$ cat src/include/vexe_defines.svh
// Vector execute stage parameters
// Register width, register file size and element count limits

`ifndef VEXE_DEFINES_SVH
`define VEXE_DEFINES_SVH

// Vector register width in bits
`define VEXE_VLEN 64

// Number of architectural vector registers
`define VEXE_VREG_COUNT 32
`define VEXE_VREG_ADDR_W $clog2(`VEXE_VREG_COUNT)

// Elements per register at the narrowest width
`define VEXE_MAX_ELEMS (`VEXE_VLEN / 8)

// Scalar operand width
`define VEXE_XLEN 32

`endif

$ cat src/design/vexe_types_pkg.sv
// Data-path types of the vector execute stage
// Register values, addresses, byte enables, vl and element width

`default_nettype none

`include "vexe_defines.svh"

package vexe_types_pkg;

    // One full vector register
    typedef logic [`VEXE_VLEN-1:0] vreg_data_t;

    // Vector register number
    typedef logic [`VEXE_VREG_ADDR_W-1:0] vreg_addr_t;

    // One enable per data byte
    typedef logic [`VEXE_VLEN/8-1:0] byte_en_t;

    // Active element count, 0 up to the element limit
    typedef logic [$clog2(`VEXE_MAX_ELEMS+1)-1:0] vl_t;

    // Scalar operand from the integer side
    typedef logic [`VEXE_XLEN-1:0] xlen_data_t;

    // Element width, encoded as log2(SEW/8)
    typedef enum logic [1:0] {
        SEW8  = 2'd0,
        SEW16 = 2'd1,
        SEW32 = 2'd2
    } sew_e;

endpackage

`default_nettype wire

$ cat src/design/vexe_op_pkg.sv
// Operation types of the vector execute stage
// Opcode and operand form, plus issue, forward and result records

`default_nettype none

package vexe_op_pkg;
    import vexe_types_pkg::*;

    typedef enum logic [3:0] {
        ADD  = 4'd0,
        SUB  = 4'd1,
        AND  = 4'd2,
        OR   = 4'd3,
        XOR  = 4'd4,
        MIN  = 4'd5,
        MINU = 4'd6,
        MAX  = 4'd7,
        MAXU = 4'd8,
        SLL  = 4'd9,
        SRL  = 4'd10,
        SRA  = 4'd11
    } vexe_opcode_e;

    // Second operand source
    typedef enum logic [1:0] {
        VV = 2'd0,
        VX = 2'd1,
        VI = 2'd2
    } vexe_form_e;

    typedef struct packed {
        logic         valid;
        vexe_opcode_e opcode;
        vexe_form_e   form;
        sew_e         sew;
        vl_t          vl;
        logic         masked;
        vreg_addr_t   vs1;
        vreg_addr_t   vs2;
        vreg_addr_t   vd;
        logic [4:0]   imm5;
    } vexe_issue_t;

    // Register write from a later pipeline stage
    typedef struct packed {
        logic       wr_en;
        vreg_addr_t addr;
        vreg_data_t data;
    } vexe_fwd_t;

    typedef struct packed {
        logic       valid;
        vreg_addr_t vd;
        vreg_data_t data;
    } vexe_result_t;

endpackage

`default_nettype wire

$ cat src/design/vexe_bypass.sv
// Operand forwarding network
// Picks the newest value of vs1, vs2, old vd and v0 from the
// memory stage, the write-back stage or the register file read

`default_nettype none

module vexe_bypass
    import vexe_types_pkg::*;
    import vexe_op_pkg::*;
(
    input  vexe_issue_t issue,
    input  vreg_data_t  vs1_data,
    input  vreg_data_t  vs2_data,
    input  vreg_data_t  vd_old_data,
    input  vreg_data_t  v0_data,
    input  vexe_fwd_t   fwd_mem,
    input  vexe_fwd_t   fwd_wb,
    output vreg_data_t  vs1_byp,
    output vreg_data_t  vs2_byp,
    output vreg_data_t  vd_old_byp,
    output vreg_data_t  v0_byp
);

    // Memory stage is newer than write-back, so it is checked first
    function automatic vreg_data_t pick_newest(
        input vreg_addr_t addr,
        input vreg_data_t rf_data,
        input vexe_fwd_t  mem,
        input vexe_fwd_t  wb
    );
        vreg_data_t sel;
        if (mem.wr_en && (mem.addr == addr)) begin
            sel = mem.data;
        end else if (wb.wr_en && (wb.addr == addr)) begin
            sel = wb.data;
        end else begin
            sel = rf_data;
        end
        return sel;
    endfunction

    always_comb begin
        vs1_byp    = pick_newest(issue.vs1, vs1_data, fwd_mem, fwd_wb);
        vs2_byp    = pick_newest(issue.vs2, vs2_data, fwd_mem, fwd_wb);
        vd_old_byp = pick_newest(issue.vd, vd_old_data, fwd_mem, fwd_wb);
        // Mask register is always v0
        v0_byp     = pick_newest(vreg_addr_t'(0), v0_data, fwd_mem, fwd_wb);
    end

    // A writing stage must present a resolved address
    always_comb begin
        if (fwd_mem.wr_en === 1'b1) begin
            assert (!$isunknown(fwd_mem.addr))
                else $error("fwd_mem write with unknown address");
        end
        if (fwd_wb.wr_en === 1'b1) begin
            assert (!$isunknown(fwd_wb.addr))
                else $error("fwd_wb write with unknown address");
        end
    end

endmodule

`default_nettype wire

$ cat config.mk
export PLATFORM = sky130hd
export DESIGN_NAME = vexe_bypass
export DESIGN_NICKNAME = d
export VERILOG_FILES = /design/src/design/vexe_types_pkg.sv /design/src/design/vexe_op_pkg.sv /design/src/design/vexe_bypass.sv
export VERILOG_INCLUDE_DIRS = /design/src /design/src/include
export SDC_FILE = /design/constraint.sdc
export NUM_CORES = 1
export LEC_CHECK = 0
export BUFFER_PORTS_ARGS = -buffer_cell sky130_fd_sc_hd__buf_2
export CORE_AREA = 2 2 271 273
export DETAILED_ROUTE_END_ITERATION = 7
export DIE_AREA = 0 0 273 275
export PLACE_DENSITY = 0.37
export SLEW_MARGIN = 5
export SYNTH_ARGS = -nofsm -noshare
export SYNTH_HDL_FRONTEND = slang
export SYNTH_SLANG_ARGS = --single-unit
$ cat constraint.sdc
create_clock -name vclk -period 8.05
set_clock_uncertainty 0.15 [all_clocks]
set_input_delay 2.415 -clock vclk [all_inputs]
set_output_delay 2.415 -clock vclk [all_outputs]
set_load 0.02 [all_outputs]
Word level (Yosys, flattened, before mapping). Index checks and enable logic that the tools add are counted.

Flip-flop bits (word level): 0.

Eq/ne operators: 6. Muxes and demuxes: 8. Reduce and logical (&&, ||, !) cells: 10.

Operators with widths (count): $mux W64 (8); $eq A5 B5 Y1 (6); $logic_not A5 Y1 (2); $logic_and A1 B1 Y1 (8).

Logic depth before layout (Yosys ltp). Gate-level depths: netlist of the first run.

Depth after elaboration: 4. Gate-level depth with buffers: 7.

Worst setup path after synthesis of the first run. Ideal clock, no wire load.

Kind: input to output. From: input port issue[10] in the netlist's numbering. To: output port vs2_byp[37]. Arrival: 3.830 ns. Data required time: 5.485 ns. Setup slack: 1.655 ns. Cell stages on the path: 7. Buffers on the path: 3. Path through: xnor2_1 > nand4_1 > buf_6 > buf_8 > buf_6 > or3_1 > a31oi_1.

Word-level cells in the longest chain between the ends: 4.

RTL lines: start: declaration (line vexe_bypass.sv:11) `input vexe_issue_t issue,`; $eq A5 B5 Y1 (line vexe_bypass.sv:34) `end else if (wb.wr_en && (wb.addr == addr)) begin`; $logic_and A1 B1 Y1 (line vexe_bypass.sv:34); $mux W64 (line vexe_bypass.sv:34); $mux W64 (*) (line vexe_bypass.sv:32) `if (mem.wr_en && (mem.addr == addr)) begin`; end: declaration (line vexe_bypass.sv:19) `output vreg_data_t vs2_byp,`.

Mark *: on every way between the ends. The rest lies on a longest branch, timed or not.

Worst setup path after layout of the first run.
From: input port fwd_wb[69] in the netlist's numbering. To: output port v0_byp[0].

Word-level cells in the longest chain between the ends: 3.

RTL lines: start: declaration (line vexe_bypass.sv:17) `input vexe_fwd_t fwd_wb,`; $logic_and A1 B1 Y1 (line vexe_bypass.sv:34); $mux W64 (line vexe_bypass.sv:34); $mux W64 (line vexe_bypass.sv:32); end: declaration (line vexe_bypass.sv:21) `output vreg_data_t v0_byp`.

No other way between the ends.

==> results of run 1 <==
-- critical path, delay by kind of cell --
kind | cells | cell delay [ns]
AOI/OAI and AO/OA | 1 | 0.42
muxes | 1 | 0.20
buffers and inverters | 3 | 1.00
and+or+nand+nor | 1 | 0.29
-- final cells by class --
| class | instances | area share [%] |
|---|---|---|
| multi-input cells | 1073 | 55.2 |
| repair buffers | 705 | 34.0 |
| well taps | 959 | 10.6 |
| diodes | 5 | 0.111 |
-- layout by cell type (no fill, tap or decap) --
cell / netlist / final
buf_2: 18 / 666
o21ai_0: 192 / 192
or3_1: 192 / 192
nor3_1: 192 / 192
a31oi_1: 192 / 192
nand2_1: 67 / 64
mux2i_1: 64 / 64
nor2_1: 64 / 64
a21oi_1: 64 / 64
xnor2_1: 27 / 27
buf_4: 0 / 21
buf_12: 0 / 18
nand4_1: 6 / 6
diode_2: 0 / 5
xor2_4: 0 / 3
nand2b_4: 0 / 3
nand2_4: 0 / 3
or2_4: 0 / 3
nor4_1: 2 / 2
nand3b_1: 2 / 2
-- synth_stat cells, drive strengths merged --
cell type  instances
a31oi            192
or3              192
or2                3
nand4              6
buf               37
clkbuf           138
mux2i             64
nor2              64
a21oi             64
nor4               2
nand3b             2
nand2             67
xnor2             27
xor2               3
nor3             192
nand2b             3
o21ai            192
-- per-stage QoR --
| step | setup WS [ns] | hold WS (ns) | instance area, µm² |
|---|---|---|---|
| 6_report | 1.07 | 5.07 | 11300 |
| 5_1_grt | 0.963 | 5.09 | 11300 |
| 4_1_cts | 1.03 | 5.07 | 11300 |
| 3_5_place_dp | 1.03 | 5.07 | 11300 |
| 3_3_place_gp | 0.995 | 5.07 | 11300 |
| 2_1_floorplan | 1.66 | 4.86 | 6920 |
-- cells by family (layout without fill, tap and decap cells) --
logic type                Yosys count  in the layout  synth area share, %
AOI/OAI and AO/OA                 448            448                 35.9
other                               0              5                    0
and+or+nand+nor                   531            531                 39.9
muxes                              64             64                 9.26
buffers and inverters             175            705                 11.2
xor gates and xnor gates           30             30                 3.80
-- metal layers --
layer  part of all wire, %  routed length (µm)
met1                    40               25200
met2                    50               31800
met3                   7.1                4480
met4                   3.1                1980
met5                     0                   0
-- final timing paths --
kind	start	to	slack, ns	cells after the start
worst min-delay path	vd_old_data[36]	vd_old_byp[36]	5.07	4
worst max-delay path	fwd_wb[69]	v0_byp[0]	1.07	6
-- report_power, final --
| part | total, mW | internal, mW | switching, mW |
|---|---|---|---|
| Sequential | 0 | 0 | 0 |
| Clock | 0.0000000282 | 0.0000000282 | 0 |
| Combinational | 0.742 | 0.238 | 0.504 |
==> results.md, run 1 <==
* Buffers added on ports at 667
* Worst Path Max Fanout at 63
* VDD IR max at 0.0270 mV
* Tmin final at 6.98 ns
* DRT antenna net count at 0
* CLK BUF at 0
* DR WL/cell at 23.2 µm
* Post-CTS sizing at 0
* Min-delay worst type: input pin to output port
* Count of cell types in the netlist at 20
* Die Footprint at 75100 µm²
* Die X at 273 µm
* Final setup violation count at 0
* Storage cell area at 0 µm²
* Footprint of the multi-input gates at 6250 µm²
* Via density per instance at 4.58
* Outcome: finished, final reports clean
* Mapped Area at 6920 µm²
* Synth area leaders: a31oi_1 (17%), or3_1 (17%), nor3_1 (14%)
* Initial DRC Count at 799
* CP Cell Sequence: buf_4, nand3b_1, buf_12, mux2i_1, a21oi_1, buf_2
* Final period util at 86.7%
* Final Total Pwr at 742 µW
* P_leak at 4.76 nW
* Startpoint Class: input pin
* Seq_cells at 0
* Met1 Use GR at 18.7%
* Chip Height at 275 µm
* Share of cells above drive strength 1 at 40.3%
* Post-route DRC at 0
* Met3 GRT Util at 2.48%
* Sequential area share after synthesis at 0%
* Final Hold Viols at 0
* Vias at 12600
* Grt total ovfl at 0
* Antenna violations before repair at 8
* Max stage delay on crit path at 0.43 ns
* Post-Syn Nets at 1678
* FMAX at 143 MHz
* First-pass GRT wire length at 87800 µm
* Pins Over Slew Limit at 0
* Mean post-synth cell area at 5.54 µm²
* Post-CTS Setup Repair Bufs at 0
* Fin nets at 2210
* Post-CTS Hold Buffers at 0
* Io pins at 686
* Worst Tran Pin Value at 0.640 ns
* Core ar. at 72300 µm²
* DRT Pass-1 Iters at 5
* Final core utilization at 15.6%
* Rel. slew slack at 57.3%
* GRT Util Overall at 15.5%
* Detailed Route WL at 63600 µm
* PD cells at 65.6 nW/µm²
* CP Data Required Time at 5.49 ns
* Post-synth top area share at 17.4%
* GR peak layer: met2
* Initial Utilization at 9.56%
* Largest area contributor in the netlist: a31oi_1
* Max_cap viols at 0
* Fillers at 8616
* Unrepaired setup endpoints after global routing: no
* Worst EP arrival at 4.42 ns
* Critical path endpoint category: output port
* Placed cells at 2737
* RD Place Congestion at 0.804
* Warnings from Yosys at 0
* GR Layer Usage met2 at 27.9%
* Num rows at 99
* Post-Syn Instances at 1248
* Vias in the first global route at 12500
* Largest net degree at the start of global routing at 80
* Worst Path Class, Setup: input pin to output port
* Non-filler cells, final at 2742
* Hpwl dp at 46500 µm
* Slowest cell on crit path: buf_4
* Setup TNS Final at 0 ns
* Area delta synth->final at 63.6%
No activity file was read; power rests on OpenSTA's default activity.
==> run 2: changes to the inputs <==
- CORE_AREA: 2 2 271 273 -> 5 5 266 268
- DIE_AREA: 0 0 273 275 -> 0 0 271 273
- PLACE_DENSITY: 0.37 -> 0.38
==> run 2 against run 1 <==
Net effect: routed wire length down 1.7%; fmax shrank 2.1%; hold slack worse by 0.0026 ns; via count is 0.16% higher; cell area is 1.6% lower; critical path depth stayed put; power is 0.79% lower.
==> results.md, run 2 (same netlist as run 1, synthesis figures left out) <==
* Final period util at 88.6%
* Hold path start: vd_old_data[61]
* Pre-CTS WS at 0.922 ns
* Post-CTS Hold Buffers at 0
* CLK BUF at 0
* Unrepaired setup endpoints after global routing: no
* Outcome: finished, final reports clean
* Final setup violation count at 0
* Tmin final at 7.13 ns
* DR WL/cell at 23.5 µm
* Area delta synth->final at 61.0%
* GRT Util Overall at 15.3%
* Pins Over Slew Limit at 0
* Worst EP arrival at 4.57 ns
* Io pins at 686
* Initial DRC Count at 826
* Startpoint Class: input pin
* Post-route DRC at 0
* Detailed Route WL at 62400 µm
* Worst Hold Endpoint: vd_old_byp[61]
* Max_cap viols at 0
* First-pass GRT wire length at 88200 µm
* Buffers added on ports at 667
* Rel. slew slack at 30.6%
* Die X at 271 µm
* Setup TNS Final at 0 ns
* Seq_cells at 0
* CP Data Required Time at 5.49 ns
* Worst Tran Pin Value at 1.04 ns
* Chip Height at 273 µm
* Vias in the first global route at 12700
* Largest net degree at the start of global routing at 129
* Ant diodes at 0
* Share of cells above drive strength 1 at 40.3%
* Worst Path Class, Setup: input pin to output port
* Num rows at 96
* Fin nets at 2210
* PD cells at 66.1 nW/µm²
* Post-CTS sizing at 0
* RD Place Congestion at 0.820
* VDD IR max at 0.0327 mV
* Via density per instance at 4.73
* Hold path cells at 4
* Post-CTS Setup Repair Bufs at 0
* Min-delay worst type: input pin to output port
* Commonest non-fill, non-tap cell in the layout: buf_2
* FMAX at 140 MHz
* Most frequent cells in the layout: buf_2 (666), o21ai_0 (192), or3_1 (192), nor3_1 (192), a31oi_1 (192)
* DRT antenna net count at 0
* Hpwl dp at 45900 µm
* Antenna violations before repair at 3
* Initial Utilization at 10.2%
* DRT Pass-1 Iters at 5
* Vias at 12600
* Critical path endpoint category: output port
* Final Hold Viols at 0
* P_leak at 4.72 nW
* Final WS setup at 0.918 ns
* Die Footprint at 74000 µm²
* Worst Path Max Fanout at 64
* Core ar. at 68100 µm²
* Storage cell area at 0 µm²
* Grt total ovfl at 0
-- run 2: area by class of cell --
cell class         count  area [µm²]
well taps            882        1100
multi-input cells   1073        6250
fillers             8099       57000
repair buffers       705        3780
-- run 2: worst max-delay path by stage --
stage | start | endpoint
after detailed placement | fwd_wb[64] | vd_old_byp[20]
after floorplan | issue[10] | vs2_byp[37]
after global routing | fwd_wb[69] | vd_old_byp[20]
final | fwd_wb[69] | vd_old_byp[20]
after global placement | fwd_wb[64] | vd_old_byp[20]
after CTS | fwd_wb[64] | vd_old_byp[20]
-- run 2: through the flow --
stage	instances	area (µm²)	util [%]	power, mW	hold slack [ns]
floorplan	1248	6920	-	0.356	4.86
global placement	2660	11100	16.3	0.735	5.07
detailed placement	2660	11100	16.3	0.731	5.07
CTS	2660	11100	16.3	0.733	5.07
global route	2660	11100	16.3	0.780	5.08
finish	2660	11100	16.3	0.736	5.06
-- run 2: routing by layer --
metal / up-vias / global-route usage [%] / part of all wire [%]
li1: 5780 / - / -
met1: 6055 / 18.9 / 41
met4: 2 / 4.25 / 3.0
met3: 93 / 2.38 / 6.8
met2: 661 / 27.7 / 49
met5: - / 0 / 0.021
-- run 2: critical path, cell delays in order --
cell      delay (ns)
buf_4           0.29
nand2b_4        0.18
buf_4           0.64
o21ai_0         0.36
a31oi_1         0.29
buf_2           0.20
-- run 2: where the power goes --
part / internal, mW / switching [mW]
Combinational: 0.234 / 0.502
Clock: 0 / 0
Sequential: 0 / 0
==> run 3: changes to the inputs <==
- BUFFER_PORTS_ARGS: -buffer_cell sky130_fd_sc_hd__buf_2 -> -buffer_cell sky130_fd_sc_hd__buf_4
- CAP_MARGIN: not set -> 10
==> run 3 against run 2 <==
Net effect: clock-buffer cell count unchanged; power grew 15%; critical path type unchanged; final cell count down 0.26%; via count up 1.0%; utilization grew 2.4 points; cell area is 14% higher; die area is the same; setup slack improved by 0.11 ns; first-iteration DRC count rose by 13%.
==> results.md, run 3 (same netlist as run 1, synthesis figures left out) <==
* Switching share of power at 60.4%
* Post-CTS Hold Buffers at 0
* Min-delay worst type: input pin to output port
* Fin nets at 2202
* Finished Cell Area at 12700 µm²
* P_leak at 5.27 nW
* DR WL/cell at 24.8 µm
* Final WS setup at 1.03 ns
* Fillers at 7903
* Clock Power Share at 0%
* Worst Path Class, Setup: input pin to output port
* Critical path endpoint category: output port
* Grt total ovfl at 0
* Pre-CTS WS at 1.00 ns
* Initial DRC Count at 936
* Worst EP arrival at 4.46 ns
* First-pass GRT wire length at 92700 µm
* Hold path cells at 4
* Final period util at 87.2%
* Die X at 271 µm
* Hold path start: vs2_data[40]
* Post-CTS sizing at 0
* Unrepaired setup endpoints after global routing: no
* Storage cell area at 0 µm²
* Initial Utilization at 10.2%
* Cell-internal power at 335 µW
* Num rows at 96
* Buffers added on ports at 667
* DRT Pass-1 Iters at 5
* Seq_cells at 0
* DRT antenna net count at 0
* Worst Hold Endpoint: vs2_byp[40]
* Outcome: finished, final reports clean
* Rel. slew slack at 31.8%
* Vias in the first global route at 12800
* Startpoint Class: input pin
* Max_cap viols at 0
* Post-DP Area at 12700 µm²
* PD cells at 66.4 nW/µm²
* Switching power at 511 µW
* Final setup violation count at 0
* Post-route DRC at 0
* CLK BUF at 0
* Worst Tran Pin Value at 1.02 ns
* Final Hold Viols at 0
* Via density per instance at 4.79
* Hpwl dp at 47900 µm
* FMAX at 142 MHz
* Share of cells above drive strength 1 at 40.1%
* Tmin final at 7.02 ns
* Antenna violations before repair at 1
* Largest net degree at the start of global routing at 129
* Area delta synth->final at 84.2%
* Setup TNS Final at 0 ns
* Reg power frac at 0%
* Chip Height at 273 µm
* Final Total Pwr at 846 µW
* Pins Over Slew Limit at 0
* GRT Util Overall at 16.1%
* Detailed Route WL at 65800 µm
* Commonest non-fill, non-tap cell in the layout: buf_4
* Most frequent cells in the layout: buf_4 (685), o21ai_0 (192), or3_1 (192), nor3_1 (192), a31oi_1 (192)
* Worst Path Max Fanout at 43
* VDD IR max at 0.0376 mV
* Io pins at 686
* Die Footprint at 74000 µm²
* Combinational share of power at 100.0%
* Vias at 12700
* RD Place Congestion at 0.858
* CP Data Required Time at 5.49 ns
* Core ar. at 68100 µm²
* Post-CTS Setup Repair Bufs at 0
* Hold slack final at 5.08 ns
run 3: area by class of cell:
type	count	area (µm²)	share of cell area (%)
timing repair buffer	697	5380	42.3
antenna	1	2.50	0.0196
multi-input combinational	1073	6250	49.1
tap	882	1100	8.66
run 3: power groups by stage:
stage	Sequential, mW	Combinational (mW)	Clock (mW)
5_1_grt	0	0.892	0
3_3_place_gp	0	0.847	0
4_1_cts	0	0.847	0
3_5_place_dp	0	0.845	0
2_1_floorplan	0	0.356	0
6_report	0	0.846	0.0000000217
run 3: layer usage:
metal	share of wire, %	vias up	GRT usage, %
met5	0	-	0
met4	2.8	0	3.91
met3	7.0	91	2.46
met2	51	709	29.8
met1	40	6153	19.6
li1	-	5766	-
run 3: worst max-delay path: stages:
cell     delay [ns]
buf_4          0.14
xnor2_1        0.15
nand2_4        0.37
or2_4          0.72
buf_12         0.27
a31oi_1        0.13
buf_4          0.18
run 3: worst max path at each step:
stage | from | endpoint
after detailed placement | fwd_mem[64] | vs2_byp[47]
after floorplan | issue[10] | vs2_byp[37]
final | fwd_mem[64] | vs2_byp[47]
after CTS | fwd_mem[64] | vs2_byp[47]
after global placement | fwd_mem[64] | vs2_byp[45]
after global routing | fwd_mem[64] | vs2_byp[47]
run 3: per-stage QoR:
stage / utilization [%] / cells
after global placement: 18.7 / 2652
after floorplan: - / 1248
after global routing: 18.7 / 2652
after CTS: 18.7 / 2652
after detailed placement: 18.7 / 2652
final: 18.7 / 2653
